### src/include/soc_macros.svh
// ~~~~~~~~~~~~~~~~~~~~~~~~~~~~~~
// soc constants shared by the RTL
// ~~~~~~~~~~~~~~~~~~~~~~~~~~~~~~
`ifndef SOC_MACROS_SVH
`define SOC_MACROS_SVH

// 128 KiB of byte RAM, the next address bit selects I/O
`define RAM_ADDR_WIDTH 17

// clk cycles per uart bit, kept small for simulation
`define CLKS_PER_BIT 8

// extra cycles the core stays in reset after the system reset
`define RESET_DRAG_CYCLES 16

// I/O select that sends a byte out on Tx
`define IO_TX_SEL 3'd0

`endif

### src/logic/reset_ctrl.sv
`timescale 1ns/1ps
// ~~~~~~~~~~~~~~~~~~~~~~~~~~~~~~
// reset sync and core reset stretch
// ~~~~~~~~~~~~~~~~~~~~~~~~~~~~~~
`include "soc_macros.svh"

module reset_ctrl (
	input  logic clk,
	input  logic btnC,
	output logic rst,
	output logic core_rst
);
	localparam int DRAG_W = $clog2(`RESET_DRAG_CYCLES + 1);

	logic rst_meta;
	logic [DRAG_W-1:0] drag;

	// asserts at once, releases after two clk edges
	always_ff @(posedge clk or posedge btnC)
	begin
		if (btnC)
		begin
			rst_meta <= 1'b1;
			rst <= 1'b1;
		end
		else
		begin
			rst_meta <= 1'b0;
			rst <= rst_meta;
		end
	end

	// core reset counts down once the system reset is gone
	always_ff @(posedge clk or posedge btnC)
	begin
		if (btnC)
		begin
			drag <= DRAG_W'(`RESET_DRAG_CYCLES);
			core_rst <= 1'b1;
		end
		else if (rst)
		begin
			drag <= DRAG_W'(`RESET_DRAG_CYCLES);
			core_rst <= 1'b1;
		end
		else
		begin
			if (drag != '0)
				drag <= drag - 1'b1;
			core_rst <= (drag != '0);
		end
	end

	a_core_rst_covers: assert property (@(posedge clk) rst |-> core_rst);
endmodule

### config.mk
export PLATFORM = sky130hd
export DESIGN_NAME = reset_ctrl
export DESIGN_NICKNAME = d
export VERILOG_FILES = /design/src/logic/reset_ctrl.sv
export VERILOG_INCLUDE_DIRS = /design/src /design/src/include
export SDC_FILE = /design/constraint.sdc
export NUM_CORES = 1
export LEC_CHECK = 0
export BUFFER_PORTS_ARGS = -buffer_cell sky130_fd_sc_hd__buf_2
export CORE_AREA = 4 4 41 43
export DETAILED_ROUTE_END_ITERATION = 8
export DIE_AREA = 0 0 45 47
export PLACE_DENSITY_LB_ADDON = 0.08
export SYNTH_ARGS = -nofsm -noshare
export SYNTH_HDL_FRONTEND = slang
export SYNTH_SLANG_ARGS = --single-unit
### constraint.sdc
create_clock -name clk -period 1.6 [get_ports clk]
set_input_delay 0.32 -clock clk [delete_from_list [all_inputs] [get_ports clk]]
set_output_delay 0.32 -clock clk [all_outputs]
set_load 0.03 [all_outputs]
# Yosys cells after proc, flatten, opt, wreduce, memory -nomap -nowiden
# Index checks and enable logic that the tools add are counted.
# totals
ff_bits,8
input_bits,2
out_inout_bits,2
wordCells,10
# op_classes
n_addsub,1
mux,3
n_reduce_logical,2
# ops
op,n
$mux W5,2
$reduce_bool A5 Y1,1
$sub A5 B1 Y5 const B,1
$reduce_bool A2 Y1,1
$mux W1,1

# Logic depth before layout (Yosys ltp)
# Gate-level depths: netlist (run 1).
# depth
word_depth,3
mapped_depth,6
mapped_depth_nobuf,5

# Worst setup path after synthesis (run 1)
# Ideal clock, no wire load.
# synth_timing
path_kind,register -> register
from,register drag[0]
to,register drag[0]
setup_time_ns,0.128
t_arrival_ns,1.363
required_time_ns,1.472
setup_slack_ns,0.109
path_stages_with_launch,7
n_path_buf,1
synth_period_minus_slack_ns,1.491
path_cell_list,dfrtp_1 -> inv_1 -> ha_1 -> or4b_1 -> buf_2 -> xnor2_1 -> nor2_1
# synth_between
elab_chain_len,3
word_cells_on_any_way,5
cone_classes,add/sub (1); mux (2); reduce/logical (2)
# synth_rtl
item,line,text
from (decl),reset_ctrl.sv:16,logic [DRAG_W-1:0] drag;
from (signal assigned),reset_ctrl.sv:38,drag <= DRAG_W'(`RESET_DRAG_CYCLES);
from (signal assigned),reset_ctrl.sv:43,drag <= DRAG_W'(`RESET_DRAG_CYCLES);
from (signal assigned),reset_ctrl.sv:49,drag <= drag - 1'b1;
$sub A5 B1 Y5,reset_ctrl.sv:49,
$mux W5,reset_ctrl.sv:48,if (drag != '0)
$mux W5,reset_ctrl.sv:41,else if (rst)
# Several ways; a longest one is shown, not always the timed one. The select of a mux whose other input is x is not followed.
# A chain may end at the register's enable or synchronous reset.

# Worst setup path after layout (run 1)
# layout_timing
from,register drag[0]
to,register drag[1]
# Same word-level chain as after synthesis.

==> results of run 1 <==
## cells by family (layout without fill, tap and decap cells)
kind of cell	Yosys count	after routing	synth area share, %
compound gates	5	5	11.6
xor+xnor	1	1	2.53
fa+ha+maj	1	1	3.61
buf+inv	5	13	5.77
flops	8	8	59.2
other cells	1	1	1.08
simple gates	10	10	16.3
## flip-flops by register name (all words and copies together), names as in the netlist
signal    flops
drag          5
rst           1
rst_meta      1
core_rst      1
## final cells by class
class                   instances  share of cell area (%)
flip-flops and latches          8                    48.5
well taps                      15                    4.44
repair buffers                  5                    7.69
multi-input cells              18                    29.6
inverters                       4                    3.55
clock buffers                   4                    6.21
## through the flow
step                util, %  worst slack (ns)  hold WS, ns  cell area, µm²
finish                 32.5             0.121        0.354             423
global route           32.5            0.0536        0.364             423
CTS                    32.2            0.0509        0.355             419
detailed placement     29.4            0.0666        0.285             383
global placement       29.4             0.111        0.274             383
floorplan                 -             0.109        0.133             347
## placed cells by master, fill, tap and decap left out, drive strengths merged, types with 2 or more instances in the layout
master / count
a21oi: 2
buf: 4
clkbuf: 4
dfrtp: 4
dfstp: 4
inv: 4
nand2: 2
nor2: 3
## path summary, 6_finish.rpt
check | cells past startpoint | slack [ns] | start | endpoint
hold / removal | 0 | 0.35 | rst_meta | rst
min in group asynchronous | 3 | 0.54 | btnC | drag[0]
setup / recovery | 4 | 0.12 | drag[0] | drag[1]
hold reg to reg | 0 | 0.35 | rst_meta | rst
max in group asynchronous | 3 | 0.75 | btnC | drag[4]
setup reg to reg | 4 | 0.12 | drag[0] | drag[1]
## what timing repair did
item	CTS	global route
hold endpoints to repair	3	0
gates resized for setup	0	1
hold buffers	1	0
endpoints found under the setup margin	0	2
## critical path, delay by kind of cell, from the launching register on
kind,cells,cell delay (ns)
AND/OR/NAND/NOR,1,0.51
flip-flops,1,0.41
AO/OA/AOI/OAI,1,0.25
adder cells (fa/ha/maj),1,0.16
buffers and inverters,1,0.07
## routing by layer
metal	vias to the layer above	track usage, %	routed length, µm
li1	113	-	-
met1	101	7.91	262
met2	7	8.19	248
met3	0	6.90	45
met4	0	1.75	0
met5	-	0	0
## power breakdown
part	total (mW)	internal [mW]	switching, mW
Clock	0.173	0.0957	0.0771
Combinational	0.264	0.143	0.121
Sequential	0.334	0.279	0.0550
Total	0.771	0.518	0.253
==> impl_metrics.py, run 1 <==
metrics = {
    "run_status": {
        "outcome": "finished, final reports clean",
    },
    "synthesis": {
        "yosysWarnings": 0,
        "synthArstFlopShare_pct": 100,
        "ys_seq_elements": 8,
        "yosys-top-cells-count": "dfrtp_1, dfstp_2, inv_1, nor2_1",
        "synth_edf_count": 0,
        "netlist_instances": 31,
        "syn_avg_cell_area_um2": 11.2,
        "yosysTopAreaCell": "dfstp_2",
        "synthesis.area_um2": 347,
        "synth-seq-area-share_pct": 59.2,
        "synth_area_leaders": "dfstp_2, dfrtp_1, inv_1",
        "synth_nets": 34,
        "synthDominantCellAreaShare_pct": 30.3,
        "yosysUniqueCellTypes": 18,
        "ys.flop_type": "dfstp_2",
    },
    "route": {
        "firstDrtPassIters": 2,
        "via_count": 221,
        "viasPerCell": 4.09,
        "postRouteAntennaNets": 0,
        "drt-wirelength-per-cell_um": 10.3,
        "drt-initial-drc-count": 2,
        "routed_wl_um": 555,
        "drc": 0,
    },
    "final_layout": {
        "antenna_cells": 0,
        "register_area_um2": 205,
        "final_cells": 54,
        "area_delta_synth_final_pct": 22.0,
        "fillers": 146,
        "multi_input_area_um2": 125,
        "drive_gt1_share_pct": 35.9,
        "finalNetCount": 43,
    },
    "power": {
        "p_leak_nw": 0.197,
        "p_per_area_mw_per_mm2": 1820,
        "ir_drop_uv": 873,
        "p_total_mw": 0.771,
    },
    "clock_tree": {
        "cts_buffer_depth": 2,
        "cts_root_buf": "clkbuf_4",
        "cts_max_level": 1,
        "path_clk_slew_ns": 0.07,
        "cts_sinks": 8,
        "clk_latency_ns": 0.26,
        "cts-buffers-inserted": 3,
        "cts_setup_buffers": 0,
        "cts_tree": "yes",
    },
    "grt": {
        "grt_max_degree": 9,
        "grt_use_total_pct": 6.69,
        "antenna_found_initial": 0,
        "grt_pass1_vias": 205,
        "overflow": 0,
        "grt_pass1_wl_um": 910,
    },
    "setup_path": {
        "timing.critical_path.cells": "inv_1 -> ha_1 -> or4b_4 -> a211oi_2",
        "max_stage_delay_ns": 0.51,
        "worst_path_max_delay_cell": "or4b_4",
        "arrival_ns": 1.66,
        "crit_path_max_fanout": 5,
        "crit_path_start_kind": "flip-flop",
        "critPathRequiredTime_ns": 1.78,
        "crit_path_end_kind": "flip-flop",
        "crit_type": "flip-flop to flip-flop",
    },
    "sta": {
        "fin_setup_tns_ns": 0,
        "min_period_ns": 1.48,
        "grt_setup_unrepaired": "no",
        "setup_viol": 0,
        "slew_viol_final": 0,
        "fmax_mhz": 676,
        "finClkSkew_ns": 0.0156,
        "finalCritPeriodShare_pct": 92.4,
        "hold_viol": 0,
    },
    "placed_design": {
        "dp.cells": 49,
        "place_congestion": 0.656,
        "port_buffers": 3,
        "post-dp-hpwl_um": 396,
    },
    "floorplanning": {
        "ios": 4,
        "start_util_pct": 26.6,
        "core_mm2": 0.00130,
        "fp.dieW_um": 45,
        "dieArea_mm2": 0.00212,
        "die_h_um": 47,
        "rows": 13,
    },
    "run": {
        "drv_cap": 0,
    },
    "hold_path": {
        "min_path_type": "flip-flop to flip-flop",
    },
}
Note: power is estimated with default switching activity, not from simulation.
==> run 2, diff against run 1 <==
--- a/config.mk
+++ b/config.mk
@@ -7,6 +7,8 @@
 export NUM_CORES = 1
 export LEC_CHECK = 0
 export BUFFER_PORTS_ARGS = -buffer_cell sky130_fd_sc_hd__buf_2
+export CELL_PAD_IN_SITES_DETAIL_PLACEMENT = 0
+export CELL_PAD_IN_SITES_GLOBAL_PLACEMENT = 1
 export CORE_AREA = 4 4 41 43
 export DETAILED_ROUTE_END_ITERATION = 8
 export DIE_AREA = 0 0 45 47
==> run 2 against run 1 <==
The run now ends with negative hold slack left. Final area fell by 4.1%. Highest routed layer is now met4. Non-clock buffer count fell by 1. Register-to-register slack got worse by 0.02 ns. Combinational power fell by 5%. Clock power fell by 11%. Global-route usage fell by 0.074 points. Clock skew fell by 0.014 ns. Sequential share of layout area rose by 2.1 points. Maximum frequency fell by 1.6%.
==> impl_metrics.py, run 2 (same netlist as run 1, synthesis figures left out) <==
metrics = {
    "clock_tree": {
        "ctsHoldBuffers": 0,
        "path_clk_slew_ns": 0.05,
        "cts_root_buf": "clkbuf_4",
        "cts_setup_buffers": 0,
        "cts_sinks": 8,
        "cts_max_level": 1,
        "cts_buffer_depth": 2,
        "cts_resized": 0,
        "cts_tree": "yes",
        "cts-buffers-inserted": 3,
        "clk_latency_ns": 0.25,
    },
    "route": {
        "via_count": 225,
        "routed_wl_um": 559,
        "viasPerCell": 4.33,
        "firstDrtPassIters": 2,
        "drt-initial-drc-count": 2,
        "postRouteAntennaNets": 0,
        "drt-wirelength-per-cell_um": 10.8,
        "drc": 0,
    },
    "final_layout": {
        "max_flop_register": "drag",
        "final_cells": 52,
        "final_util_pct": 31.2,
        "finalNetCount": 42,
        "largest_reg_flops": 5,
        "drive_gt1_share_pct": 35.1,
        "antenna_cells": 0,
        "most-common-layout-cells": "inv_1, dfstp_2, dfrtp_1",
        "area_delta_synth_final_pct": 17.0,
    },
    "floorplanning": {
        "fp.dieW_um": 45,
        "ios": 4,
        "dieArea_mm2": 0.00212,
        "start_util_pct": 26.6,
        "rows": 13,
        "die_h_um": 47,
        "core_mm2": 0.00130,
    },
    "run_status": {
        "outcome": "finished with violations",
        "failed_checks": "negative hold slack",
    },
    "sta": {
        "hold-worst-slack_ns": -0.00206,
        "fmax_mhz": 666,
        "slew_viol_final": 0,
        "grt_setup_unrepaired": "no",
        "fin_ws_ns": 0.0977,
        "finClkSkew_ns": 0.00177,
        "hold_viol": 2,
        "setup_viol": 0,
        "finalCritPeriodShare_pct": 93.9,
        "fin_setup_tns_ns": 0,
        "min_period_ns": 1.50,
    },
    "power": {
        "ir_drop_uv": 473,
        "p_per_area_mw_per_mm2": 1820,
        "p_total_mw": 0.738,
        "p_leak_nw": 0.190,
    },
    "setup_path": {
        "critPathRequiredTime_ns": 1.74,
        "crit_path_start_kind": "flip-flop",
        "crit_path_max_fanout": 5,
        "arrival_ns": 1.65,
        "rr_startpoint": "drag[0]",
        "crit_type": "flip-flop to flip-flop",
        "startpoint": "drag[0]",
        "crit_path_end_kind": "flip-flop",
    },
    "grt": {
        "grt_use_total_pct": 6.61,
        "overflow": 0,
        "grt_max_degree": 9,
        "grt_pass1_wl_um": 883,
        "grt_pass1_vias": 207,
        "antenna_found_initial": 0,
    },
    "placed_design": {
        "place_congestion": 0.652,
        "pre_cts_slack_ns": 0.0983,
        "port_buffers": 3,
        "dp.cells": 49,
        "post-dp-hpwl_um": 426,
    },
    "hold_path": {
        "min_path_type": "input port to asynchronous set/reset pin",
    },
    "run": {
        "drv_cap": 0,
    },
}
==> run 2: cell types whose count changed in the layout (fill, tap and decap cells not counted), sizes merged <==
cell         change
clkbuf           -1
dlygate4sd3      -1
==> run 2: worst paths after layout <==
kind | to | slack [ns] | cells past startpoint
worst max-delay path | drag[0] | 0.1 | 5
worst min-delay path | drag[0] | -0.002 | 2
worst max register to register | drag[0] | 0.1 | 5
worst min register to register | rst | 0.35 | 0
max in group asynchronous | drag[4] | 1.32 | 2
min in group clk | rst | 0.35 | 0
==> run 2: power breakdown <==
group | switching, mW | internal (mW) | total, mW
clock network | 0.0686 | 0.0858 | 0.154
logic | 0.119 | 0.133 | 0.252
registers | 0.0531 | 0.279 | 0.332
total | 0.241 | 0.498 | 0.738
==> run 2: critical path: stages (launching register included) <==
cell and delay, ns:
dfrtp_1 0.40, inv_1 0.07, ha_1 0.15, or4b_1 0.55, xnor2_1 0.18, nor2_1 0.05
==> run 2: routing by layer <==
layer / up-vias / track usage [%] / routed length [µm]
met1: 108 / 7.46 / 252
met3: 2 / 3.45 / 31
li1: 110 / - / -
met2: 5 / 8.47 / 260
met5: - / 0 / 0
met4: 0 / 7.02 / 14
==> run 2: cell type report <==
class / count / area (µm²)
clock buffer: 3 / 22.5
fill: 145 / 896
inverter: 4 / 15.0
multi-input combinational: 18 / 121
sequential: 8 / 205
tap: 15 / 18.8
timing repair buffer: 4 / 22.5
==> run 2: per-stage QoR <==
step           hold slack, ns  instance area [µm²]
2_1_floorplan           0.133                  347
3_3_place_gp            0.270                  383
3_5_place_dp            0.280                  383
4_1_cts              0.000343                  405
5_1_grt                0.0280                  405
6_report             -0.00206                  405
