===== src/include/soc_macros.svh =====
// ~~~~~~~~~~~~~~~~~~~~~~~~~~~~~~
// soc constants shared by the RTL
// ~~~~~~~~~~~~~~~~~~~~~~~~~~~~~~
`ifndef SOC_MACROS_SVH
`define SOC_MACROS_SVH

// 128 KiB of byte RAM, the next address bit selects I/O
`define RAM_ADDR_WIDTH 17

// clk cycles per uart bit, kept small for simulation
`define CLKS_PER_BIT 8

// extra cycles the core stays in reset after the system reset
`define RESET_DRAG_CYCLES 16

// I/O select that sends a byte out on Tx
`define IO_TX_SEL 3'd0

`endif


===== src/logic/soc_pkg.sv =====
// ~~~~~~~~~~~~~~~~~~~~~~~~~~~~~~
// soc types: vectors, bus request, FSM states
// ~~~~~~~~~~~~~~~~~~~~~~~~~~~~~~
`include "soc_macros.svh"

package soc_pkg;
	typedef logic [7:0] byte_t;
	typedef logic [31:0] word_t;
	typedef logic [31:0] addr_t;
	typedef logic [`RAM_ADDR_WIDTH-1:0] ram_addr_t;
	typedef logic [2:0] io_sel_t;

	// one bus master's request
	typedef struct packed {
		addr_t addr;
		logic  wr;
		byte_t dout;
	} mem_req_t;

	typedef enum logic [2:0] {HCI_IDLE, HCI_ADDR, HCI_DATA, HCI_READ, HCI_REPLY} hci_state_e;

	typedef enum logic [2:0] {CPU_FETCH, CPU_WAIT, CPU_EXEC, CPU_MEM, CPU_LOAD} cpu_state_e;
endpackage


===== src/logic/uart.sv =====
`timescale 1ns/1ps
// ~~~~~~~~~~~~~~~~~~~~~~~~~~~~~~
// 8N1 uart, receiver and transmitter
// ~~~~~~~~~~~~~~~~~~~~~~~~~~~~~~
`include "soc_macros.svh"

module uart import soc_pkg::*; (
	input  logic  clk,
	input  logic  rst,
	input  logic  rx,
	output logic  tx,
	output logic  rx_valid,
	output byte_t rx_data,
	input  logic  tx_start,
	input  byte_t tx_data,
	output logic  tx_busy
);
	logic rx_meta;
	logic rx_sync;
	logic rx_on;
	logic [15:0] rx_cnt;
	logic [3:0] rx_bit;
	byte_t rx_shift;
	logic [15:0] tx_cnt;
	logic [3:0] tx_bit;
	logic [9:0] tx_shift;

	// bit 0 is the start bit, 9 the stop bit, sampled mid-bit
	always_ff @(posedge clk or posedge rst)
	begin
		if (rst)
		begin
			rx_meta <= 1'b1;
			rx_sync <= 1'b1;
			rx_on <= 1'b0;
			rx_cnt <= '0;
			rx_bit <= '0;
			rx_valid <= 1'b0;
		end
		else
		begin
			rx_meta <= rx;
			rx_sync <= rx_meta;
			rx_valid <= 1'b0;
			if (!rx_on)
			begin
				if (!rx_sync)
				begin
					rx_on <= 1'b1;
					rx_cnt <= 16'(`CLKS_PER_BIT / 2 - 1);
					rx_bit <= '0;
				end
			end
			else if (rx_cnt != '0)
				rx_cnt <= rx_cnt - 16'd1;
			else
			begin
				rx_cnt <= 16'(`CLKS_PER_BIT - 1);
				rx_bit <= rx_bit + 4'd1;
				// a start bit that went high again was a glitch
				if (rx_bit == 4'd0)
					rx_on <= !rx_sync;
				else if (rx_bit == 4'd9)
				begin
					rx_on <= 1'b0;
					rx_valid <= rx_sync;
				end
			end
		end
	end

	always_ff @(posedge clk)
	begin
		if (rx_on && rx_cnt == '0)
		begin
			if (rx_bit == 4'd9)
				rx_data <= rx_shift;
			else if (rx_bit != 4'd0)
				rx_shift <= {rx_sync, rx_shift[7:1]};
		end
	end

	// frame is shifted out lsb first, ones fill behind it
	always_ff @(posedge clk or posedge rst)
	begin
		if (rst)
		begin
			tx_shift <= '1;
			tx_busy <= 1'b0;
			tx_cnt <= '0;
			tx_bit <= '0;
		end
		else if (!tx_busy)
		begin
			if (tx_start)
			begin
				tx_busy <= 1'b1;
				tx_shift <= {1'b1, tx_data, 1'b0};
				tx_cnt <= 16'(`CLKS_PER_BIT - 1);
				tx_bit <= '0;
			end
		end
		else if (tx_cnt != '0)
			tx_cnt <= tx_cnt - 16'd1;
		else if (tx_bit == 4'd9)
			tx_busy <= 1'b0;
		else
		begin
			tx_shift <= {1'b1, tx_shift[9:1]};
			tx_cnt <= 16'(`CLKS_PER_BIT - 1);
			tx_bit <= tx_bit + 4'd1;
		end
	end

	assign tx = tx_shift[0];

	a_no_start_busy: assert property (@(posedge clk) disable iff (rst) tx_start |-> !tx_busy);
endmodule


===== src/logic/hci.sv =====
`timescale 1ns/1ps
// ~~~~~~~~~~~~~~~~~~~~~~~~~~~~~~
// host command interface: debug break, RAM access, I/O transmit
// ~~~~~~~~~~~~~~~~~~~~~~~~~~~~~~
`include "soc_macros.svh"

module hci import soc_pkg::*; (
	input  logic     clk,
	input  logic     rst,
	input  logic     rx,
	output logic     tx,
	output logic     active,
	output mem_req_t hci_req,
	input  byte_t    ram_din,
	input  logic     io_en,
	input  io_sel_t  io_sel,
	input  logic     io_wr,
	input  byte_t    io_din,
	output byte_t    io_dout,
	output logic     io_busy
);
	hci_state_e state;
	logic rx_valid;
	byte_t rx_data;
	logic tx_start;
	byte_t tx_data;
	logic tx_busy;
	logic [1:0] cnt;
	logic cmd_wr;
	logic wr_q;
	addr_t haddr;
	byte_t hdata;
	logic tx_free;
	logic io_hit;
	logic io_go;
	logic reply_go;

	uart u_uart (
		.clk(clk),
		.rst(rst),
		.rx(rx),
		.tx(tx),
		.rx_valid(rx_valid),
		.rx_data(rx_data),
		.tx_start(tx_start),
		.tx_data(tx_data),
		.tx_busy(tx_busy)
	);

	// transmitter is free once no start is pending and no frame runs
	assign tx_free = !tx_busy && !tx_start;
	assign io_hit = io_en && io_wr && (io_sel == io_sel_t'(`IO_TX_SEL)) && !active;
	assign io_go = io_hit && tx_free;
	assign io_busy = io_hit && !tx_free;
	assign reply_go = (state == HCI_REPLY) && tx_free && !io_hit;
	// I/O reads return zero
	assign io_dout = '0;
	assign hci_req = '{addr: haddr, wr: wr_q, dout: hdata};

	always_ff @(posedge clk or posedge rst)
	begin
		if (rst)
		begin
			state <= HCI_IDLE;
			active <= 1'b1;
			cnt <= '0;
			cmd_wr <= 1'b0;
			wr_q <= 1'b0;
			tx_start <= 1'b0;
			haddr <= '0;
		end
		else
		begin
			wr_q <= 1'b0;
			tx_start <= io_go || reply_go;
			case (state)
			HCI_IDLE:
				if (rx_valid)
				begin
					cnt <= '0;
					case (rx_data)
					8'h01:
					begin
						cmd_wr <= 1'b1;
						state <= HCI_ADDR;
					end
					8'h02:
					begin
						cmd_wr <= 1'b0;
						state <= HCI_ADDR;
					end
					8'h03: active <= 1'b0;
					8'h04: active <= 1'b1;
					default: ;
					endcase
				end
			HCI_ADDR:
				if (rx_valid)
				begin
					// three address bytes, msb first
					haddr <= {8'h00, haddr[15:0], rx_data};
					cnt <= cnt + 2'd1;
					if (cnt == 2'd2)
						state <= cmd_wr ? HCI_DATA : HCI_READ;
				end
			HCI_DATA:
				if (rx_valid)
				begin
					wr_q <= 1'b1;
					state <= HCI_IDLE;
				end
			// RAM data shows up one cycle after the address
			HCI_READ: state <= HCI_REPLY;
			HCI_REPLY:
				if (reply_go)
					state <= HCI_IDLE;
			default: state <= HCI_IDLE;
			endcase
		end
	end

	always_ff @(posedge clk)
	begin
		if (rx_valid && state == HCI_DATA)
			hdata <= rx_data;
		if (io_go)
			tx_data <= io_din;
		else if (reply_go)
			tx_data <= ram_din;
	end

	a_wr_in_break: assert property (@(posedge clk) disable iff (rst) hci_req.wr |-> active);
endmodule


===== config.mk =====
export PLATFORM = sky130hd
export DESIGN_NAME = hci
export DESIGN_NICKNAME = d
export VERILOG_FILES = /design/src/logic/soc_pkg.sv /design/src/logic/uart.sv /design/src/logic/hci.sv
export VERILOG_INCLUDE_DIRS = /design/src /design/src/include
export SDC_FILE = /design/constraint.sdc
export NUM_CORES = 1
export LEC_CHECK = 0
export ABC_CLOCK_PERIOD_IN_PS = 3400
export BUFFER_PORTS_ARGS = -buffer_cell sky130_fd_sc_hd__buf_2
export CORE_ASPECT_RATIO = 0.5
export CORE_UTILIZATION = 30
export DETAILED_ROUTE_END_ITERATION = 10
export PLACE_DENSITY = 0.49
export SKIP_LAST_GASP = 1
export SLEW_MARGIN = 20
export SYNTH_ARGS = -nofsm -noshare
export SYNTH_HDL_FRONTEND = slang
export SYNTH_HIERARCHICAL = 1
export SYNTH_SLANG_ARGS = --single-unit
export TNS_END_PERCENT = 30

===== constraint.sdc =====
create_clock -name clk -period 3.4 [get_ports clk]
set_input_delay 0.17 -clock clk [delete_from_list [all_inputs] [get_ports clk]]
set_output_delay 0.17 -clock clk [all_outputs]
set_load 0.02 [all_outputs]

---- Word-level counts from Yosys, hierarchy flattened ----
Index checks and enable logic that the tools add are counted.
Widths: inputs -> output; s select.
storage, ports and cells
  word-level logic and storage cells ...... 137
  register bits ........................... 120
  ROM bits ................................ 0
  memory bits (writable) .................. 0
  latch bits .............................. 0
  input port bits ......................... 24
  memories ................................ 0
operators by class
  mux-type cells .......................... 48
  equal/unequal tests ..................... 22
  reductions and logical operators ........ 40
  multiply operators ...................... 0
  shift-type cells ........................ 0
  divide/modulo/power cells ............... 0
  $lt $le $gt $ge ......................... 0
  add/subtract/negate cells ............... 5
  bitwise operators ....................... 1
operator list
  kind                   count
  $mux 16                7
  $mux 10                4
  $reduce_bool 16->1     2
  $sub 16x1->16 const B  2
  $mux 4                 7
  $mux 3                 6
  $eq 8x2->1 const B     2
  $logic_not 16->1       1
  $mux 1                 16
  $mux 8                 2
  $pmux 3 s5             1
  $reduce_and 3->1       5
  $ne 2x2->1 const B     7
  $logic_and 1x1->1      10
  $reduce_bool 2->1      5
  $add 4x1->4 const B    2
  $eq 4x4->1 const B     2
  $eq 8x1->1 const B     1
  $eq 8x3->1 const B     1
  $reduce_and 2->1       4
  $eq 3x2->1 const B     2
  $logic_not 1->1        6
  $logic_not 3->1        2
  $ne 2x1->1 const B     3
  14 further kinds       16

---- Depth between registers and ports, before layout ----
  word-level depth ........................ 7
  depth in mapped cells ................... 8
  mapped depth without buffers ............ 6

---- Modules after synthesis ----
The synthesis kept the hierarchy.
modules (own cells, without submodules)
  module  area an instance (um^2)  times used  sequential area each (um^2)  cells each
  uart    3,408.3                  1           1,845.5                      304
  hci     2,244.7                  1           1,307.5                      151

---- Least setup slack after synthesis ----
Ideal clock, no wire load.
  path kind ............................... flip-flop to flip-flop
  start ................................... register u_uart.rx_cnt[4]
  end ..................................... register u_uart.rx_data[0] (enable)
  setup time .............................. 383 ps
  path buffers ............................ 0
  slack ................................... 885 ps
  arrival ................................. 2,131 ps
  stages on the path, launching flop included .. 5
  clock period less this slack ............ 2,515 ps
  path through ............................ dfrtp_1 or4_4 nor3_2 nand2_1 nor3_1
between the ends
  longest elaborated chain between the ends .. 3
RTL lines
  what                               RTL line    source
  from (decl)                        uart.sv:21  logic [15:0] rx_cnt;
  from (signal assigned)             uart.sv:50  rx_cnt <= 16'(`CLKS_PER_BIT / 2 - 1);
  from (signal assigned)             uart.sv:55  rx_cnt <= rx_cnt - 16'd1;
  from (signal assigned)             uart.sv:58  rx_cnt <= 16'(`CLKS_PER_BIT - 1);
  $logic_not 16->1                   uart.sv:74  if (rx_on && rx_cnt == '0)
  $logic_and 1x1->1                  uart.sv:74
  $reduce_and 2->1 (no source line)  --
  to (signal assigned)               uart.sv:77  rx_data <= rx_shift;
  to (decl)                          uart.sv:13  output byte_t rx_data,
No other way between the ends.
A chain may end at the register's enable or synchronous reset.

---- Final worst setup path ----
  start ................................... register u_uart.rx_cnt[10]
  end ..................................... register u_uart.rx_shift[1] (enable)
between the ends
  longest elaborated chain between the ends .. 3
RTL lines
  what                               RTL line    source
  $logic_not 16->1                   uart.sv:74
  $logic_and 1x1->1                  uart.sv:74
  $reduce_and 3->1 (no source line)  --
  to (signal assigned)               uart.sv:79  rx_shift <= {rx_sync, rx_shift[7:1]};
  to (decl)                          uart.sv:23  byte_t rx_shift;
No other way between the ends.

==> flow_summary.toml <==
[outcome]
outcome = "finished clean"

[timing]
period_share = 0.734
hold_viol_final = 0
clock-skew-final_ns = 0.00862
rsz0062_at_grt = "false"
fmax_ghz = 0.401
final.min_clock_period_ns = 2.50
worst_slew_pin_slew_ns = 0.889
hold_slack_ns = 0.0641
setup_slack_ns = 0.904
slew_headroom = 0.407
final_max_slew_viol_count = 0
setup_tns_ns = 0
setup_viol = 0

[synth]
synthCells = 455
synth_area_um2 = 5650
synth-main-ff-cell = "dfrtp_1"
yosysSeqAreaShare = 0.558
ys_warn_count = 6
synth_top_area_share = 0.332
synth_area_leaders = "dfrtp_1 (33%), edfxtp_1 (17%), dfstp_2 (5.6%)"
synth_common_cells = "dfrtp_1 (75), edfxtp_1 (32), mux2_2 (27), o21ai_0 (25), nor2_1 (23)"
synth.distinct_cells = 67
synth_top_area_cell = "dfrtp_1"
ys_ff_latch = 119
yosysMostFrequentCell = "dfrtp_1"
synth_edf_count = 32
synthArstFlopShare = 0.731
synth_area_per_cell_um2 = 12.4

[critical_path]
r2r_start = "u_uart/rx_cnt[10]"
crit_slowest_cell = "nor2_1"
crit_chain = "or3_1, nor4_2, nand2_1, nor2_1"
worst_ep_required_time_ns = 3.44
endpoint_kind = "flop"
cpPeakStageDelay_ns = 0.53
rr_worst_depth = 4
cp-start-kind = "flop"
cp_max_fo = 8
reg2reg_to = "u_uart/rx_shift[1]"
r2r_setup_slack_ns = 0.90
cp.arrival_ns = 2.53
crit_type = "reg2reg"

[clocking]
path_clk_slew_ns = 0.06
root_buffer = "clkbuf_16"
cts_setup_buffers = 0
cts_resized = 0
cts_max_path_buffers = 2
cts_sinks = 119
clk_latency_ns = 0.41
tritoncts = "built"
numCtsBuffers = 17
cts_max_level = 4

[floorplan]
dieArea_um2 = 19400
core_area_um2 = 18400
io_pins = 76
std_cell_rows = 35
fp.dieW_um = 196
die_h_um = 99.1
initial_utilization = 0.307

[place]
dp_slack_ns = 0.887
gp_congestion = 0.769
io_buffer_count = 59
dpl_cell_area_um2 = 6150
dp.final_hpwl_um = 7460

[drt]
first_iter_violations = 136
routed_via_density = 4.68
wl_per_cell_um = 13.9
vias = 3742
drc_errors = 0
antenna_left = 0
dr.pass1.iters = 4
drt_wl_total_um = 11100

[worst_hold_path]
whs_path_depth = 2
hp-start = "io_din[3]"
min_to = "tx_data[3]"
hp-class = "in2reg"

[grt]
grt_pass1_wl_um = 18700
antenna_found_initial = 0
grt_pass1_vias = 3673
grt_overflow = 0
grt_max_degree = 50
grt_usage = 0.123

[pwr]
power_frac_clock = 0.480
pwr-share-comb = 0.106
max-vdd-ir-drop_mv = 0.318
sequentialPowerShare = 0.414
p_per_area_nw_per_um2 = 601
power.switching_w = 0.00104
sw_frac_of_total = 0.253
p_leak_nw = 3.01
p_int_w = 0.00306

[finish]
drive_above_1_share = 0.331
fin_nets = 560
stdcell_area_um2 = 6830
fill_cells = 1806
diodes = 0
synthToLayoutAreaGrowth_pct = 20.8

[run]
drv_cap = 0
==> worst max-delay path, delay by kind of cell (launching register included) <==
| family | cells | cell delay, ns |
|---|---|---|
| flip-flops | 1 | 0.41 |
| AND/OR/NAND/NOR | 4 | 1.71 |
==> flip-flops by register name, indices dropped and copies added, names as in the netlist, 2 cells and up <==
name and count:
cnt 2, haddr 24, hdata 8, state 3, tx_data 8, u_uart/rx_bit 4
u_uart/rx_cnt 16, u_uart/rx_data 8, u_uart/rx_shift 8, u_uart/tx_bit 4, u_uart/tx_cnt 16, u_uart/tx_shift 9
==> final cells by class <==
cell class	instances	area, um2	area share
flip-flops and latches	119	3150	0.462
multi-input cells	301	2230	0.327
clock buffers	18	429	0.0628
repair buffers	72	398	0.0583
well taps	259	324	0.0475
clock inverters	14	225	0.0330
inverters	17	65.1	0.00953
==> how the worst max path moves through the flow <==
stage                           start                  to  cells after the start  slack, ns
floorplan            u_uart/rx_cnt[4]   u_uart/rx_data[0]                      4       0.89
global placement     u_uart/rx_cnt[4]  u_uart/rx_shift[3]                      4       0.95
detailed placement   u_uart/rx_cnt[4]  u_uart/rx_shift[3]                      4       0.89
CTS                  u_uart/rx_cnt[4]  u_uart/rx_shift[0]                      4       0.89
global route        u_uart/rx_cnt[10]  u_uart/rx_shift[0]                      4       0.60
finish              u_uart/rx_cnt[10]  u_uart/rx_shift[1]                      4       0.90
==> metal layers <==
layer / track usage / wire, um / vias to the layer above
met5: 0 / 0 / -
met1: 0.157 / 5370 / 1834
li1: - / - / 1834
met2: 0.202 / 5250 / 64
met3: 0.0308 / 345 / 10
met4: 0.0469 / 119 / 0
==> power by group through the flow <==
stage / sequential, W / combinational, W / clock (W)
after global placement: 0.00171 / 0.000434 / 0
after detailed placement: 0.00172 / 0.000435 / 0
after floorplan: 0.00169 / 0.000370 / 0
after CTS: 0.00169 / 0.000440 / 0.00202
after global routing: 0.00172 / 0.000501 / 0.00209
final: 0.00170 / 0.000437 / 0.00197
==> cell families after synthesis <==
logic type	count (synthesis)	synth area share
adder cells (fa/ha/maj)	8	0.0177
XOR/XNOR	1	0.00155
multiplexers	52	0.116
AND/OR/NAND/NOR	133	0.141
buffers and inverters	50	0.0569
other	1	0.000663
flip-flops	119	0.558
AO/OA/AOI/OAI	91	0.109
==> per-stage QoR <==
stage | instances | power, W | utilization
final | 800 | 0.00410 | 0.370
after detailed placement | 766 | 0.00216 | 0.334
after global routing | 800 | 0.00431 | 0.370
after floorplan | 470 | 0.00206 | -
after global placement | 766 | 0.00215 | 0.334
after CTS | 800 | 0.00416 | 0.370
==> cells in the final DEF, fill, tap and decap left out, drive strengths merged, types with 6 or more instances in the layout <==
cell type | netlist | routed
nor2 | 24 | 24
mux2 | 47 | 47
dfstp | 12 | 12
clkinv | 1 | 7
nand3 | 18 | 18
a21oi | 11 | 11
nand2b | 7 | 7
buf | 28 | 70
nand4 | 6 | 6
inv | 16 | 16
a31oi | 10 | 10
ha | 8 | 8
dfrtp | 75 | 75
o31ai | 9 | 9
or3 | 9 | 9
conb | 1 | 16
nand2 | 20 | 20
edfxtp | 32 | 32
clkbuf | 5 | 18
nor3 | 13 | 13
or4 | 8 | 8
nor4 | 11 | 11
o21ai | 27 | 27
==> timing repair <==
item / in CTS / in global routing
hold buffers: 2 / 0
endpoints found under the setup margin: 0 / 0
hold endpoints to repair: 33 / 0
Note: power is estimated with default switching activity, not from simulation.
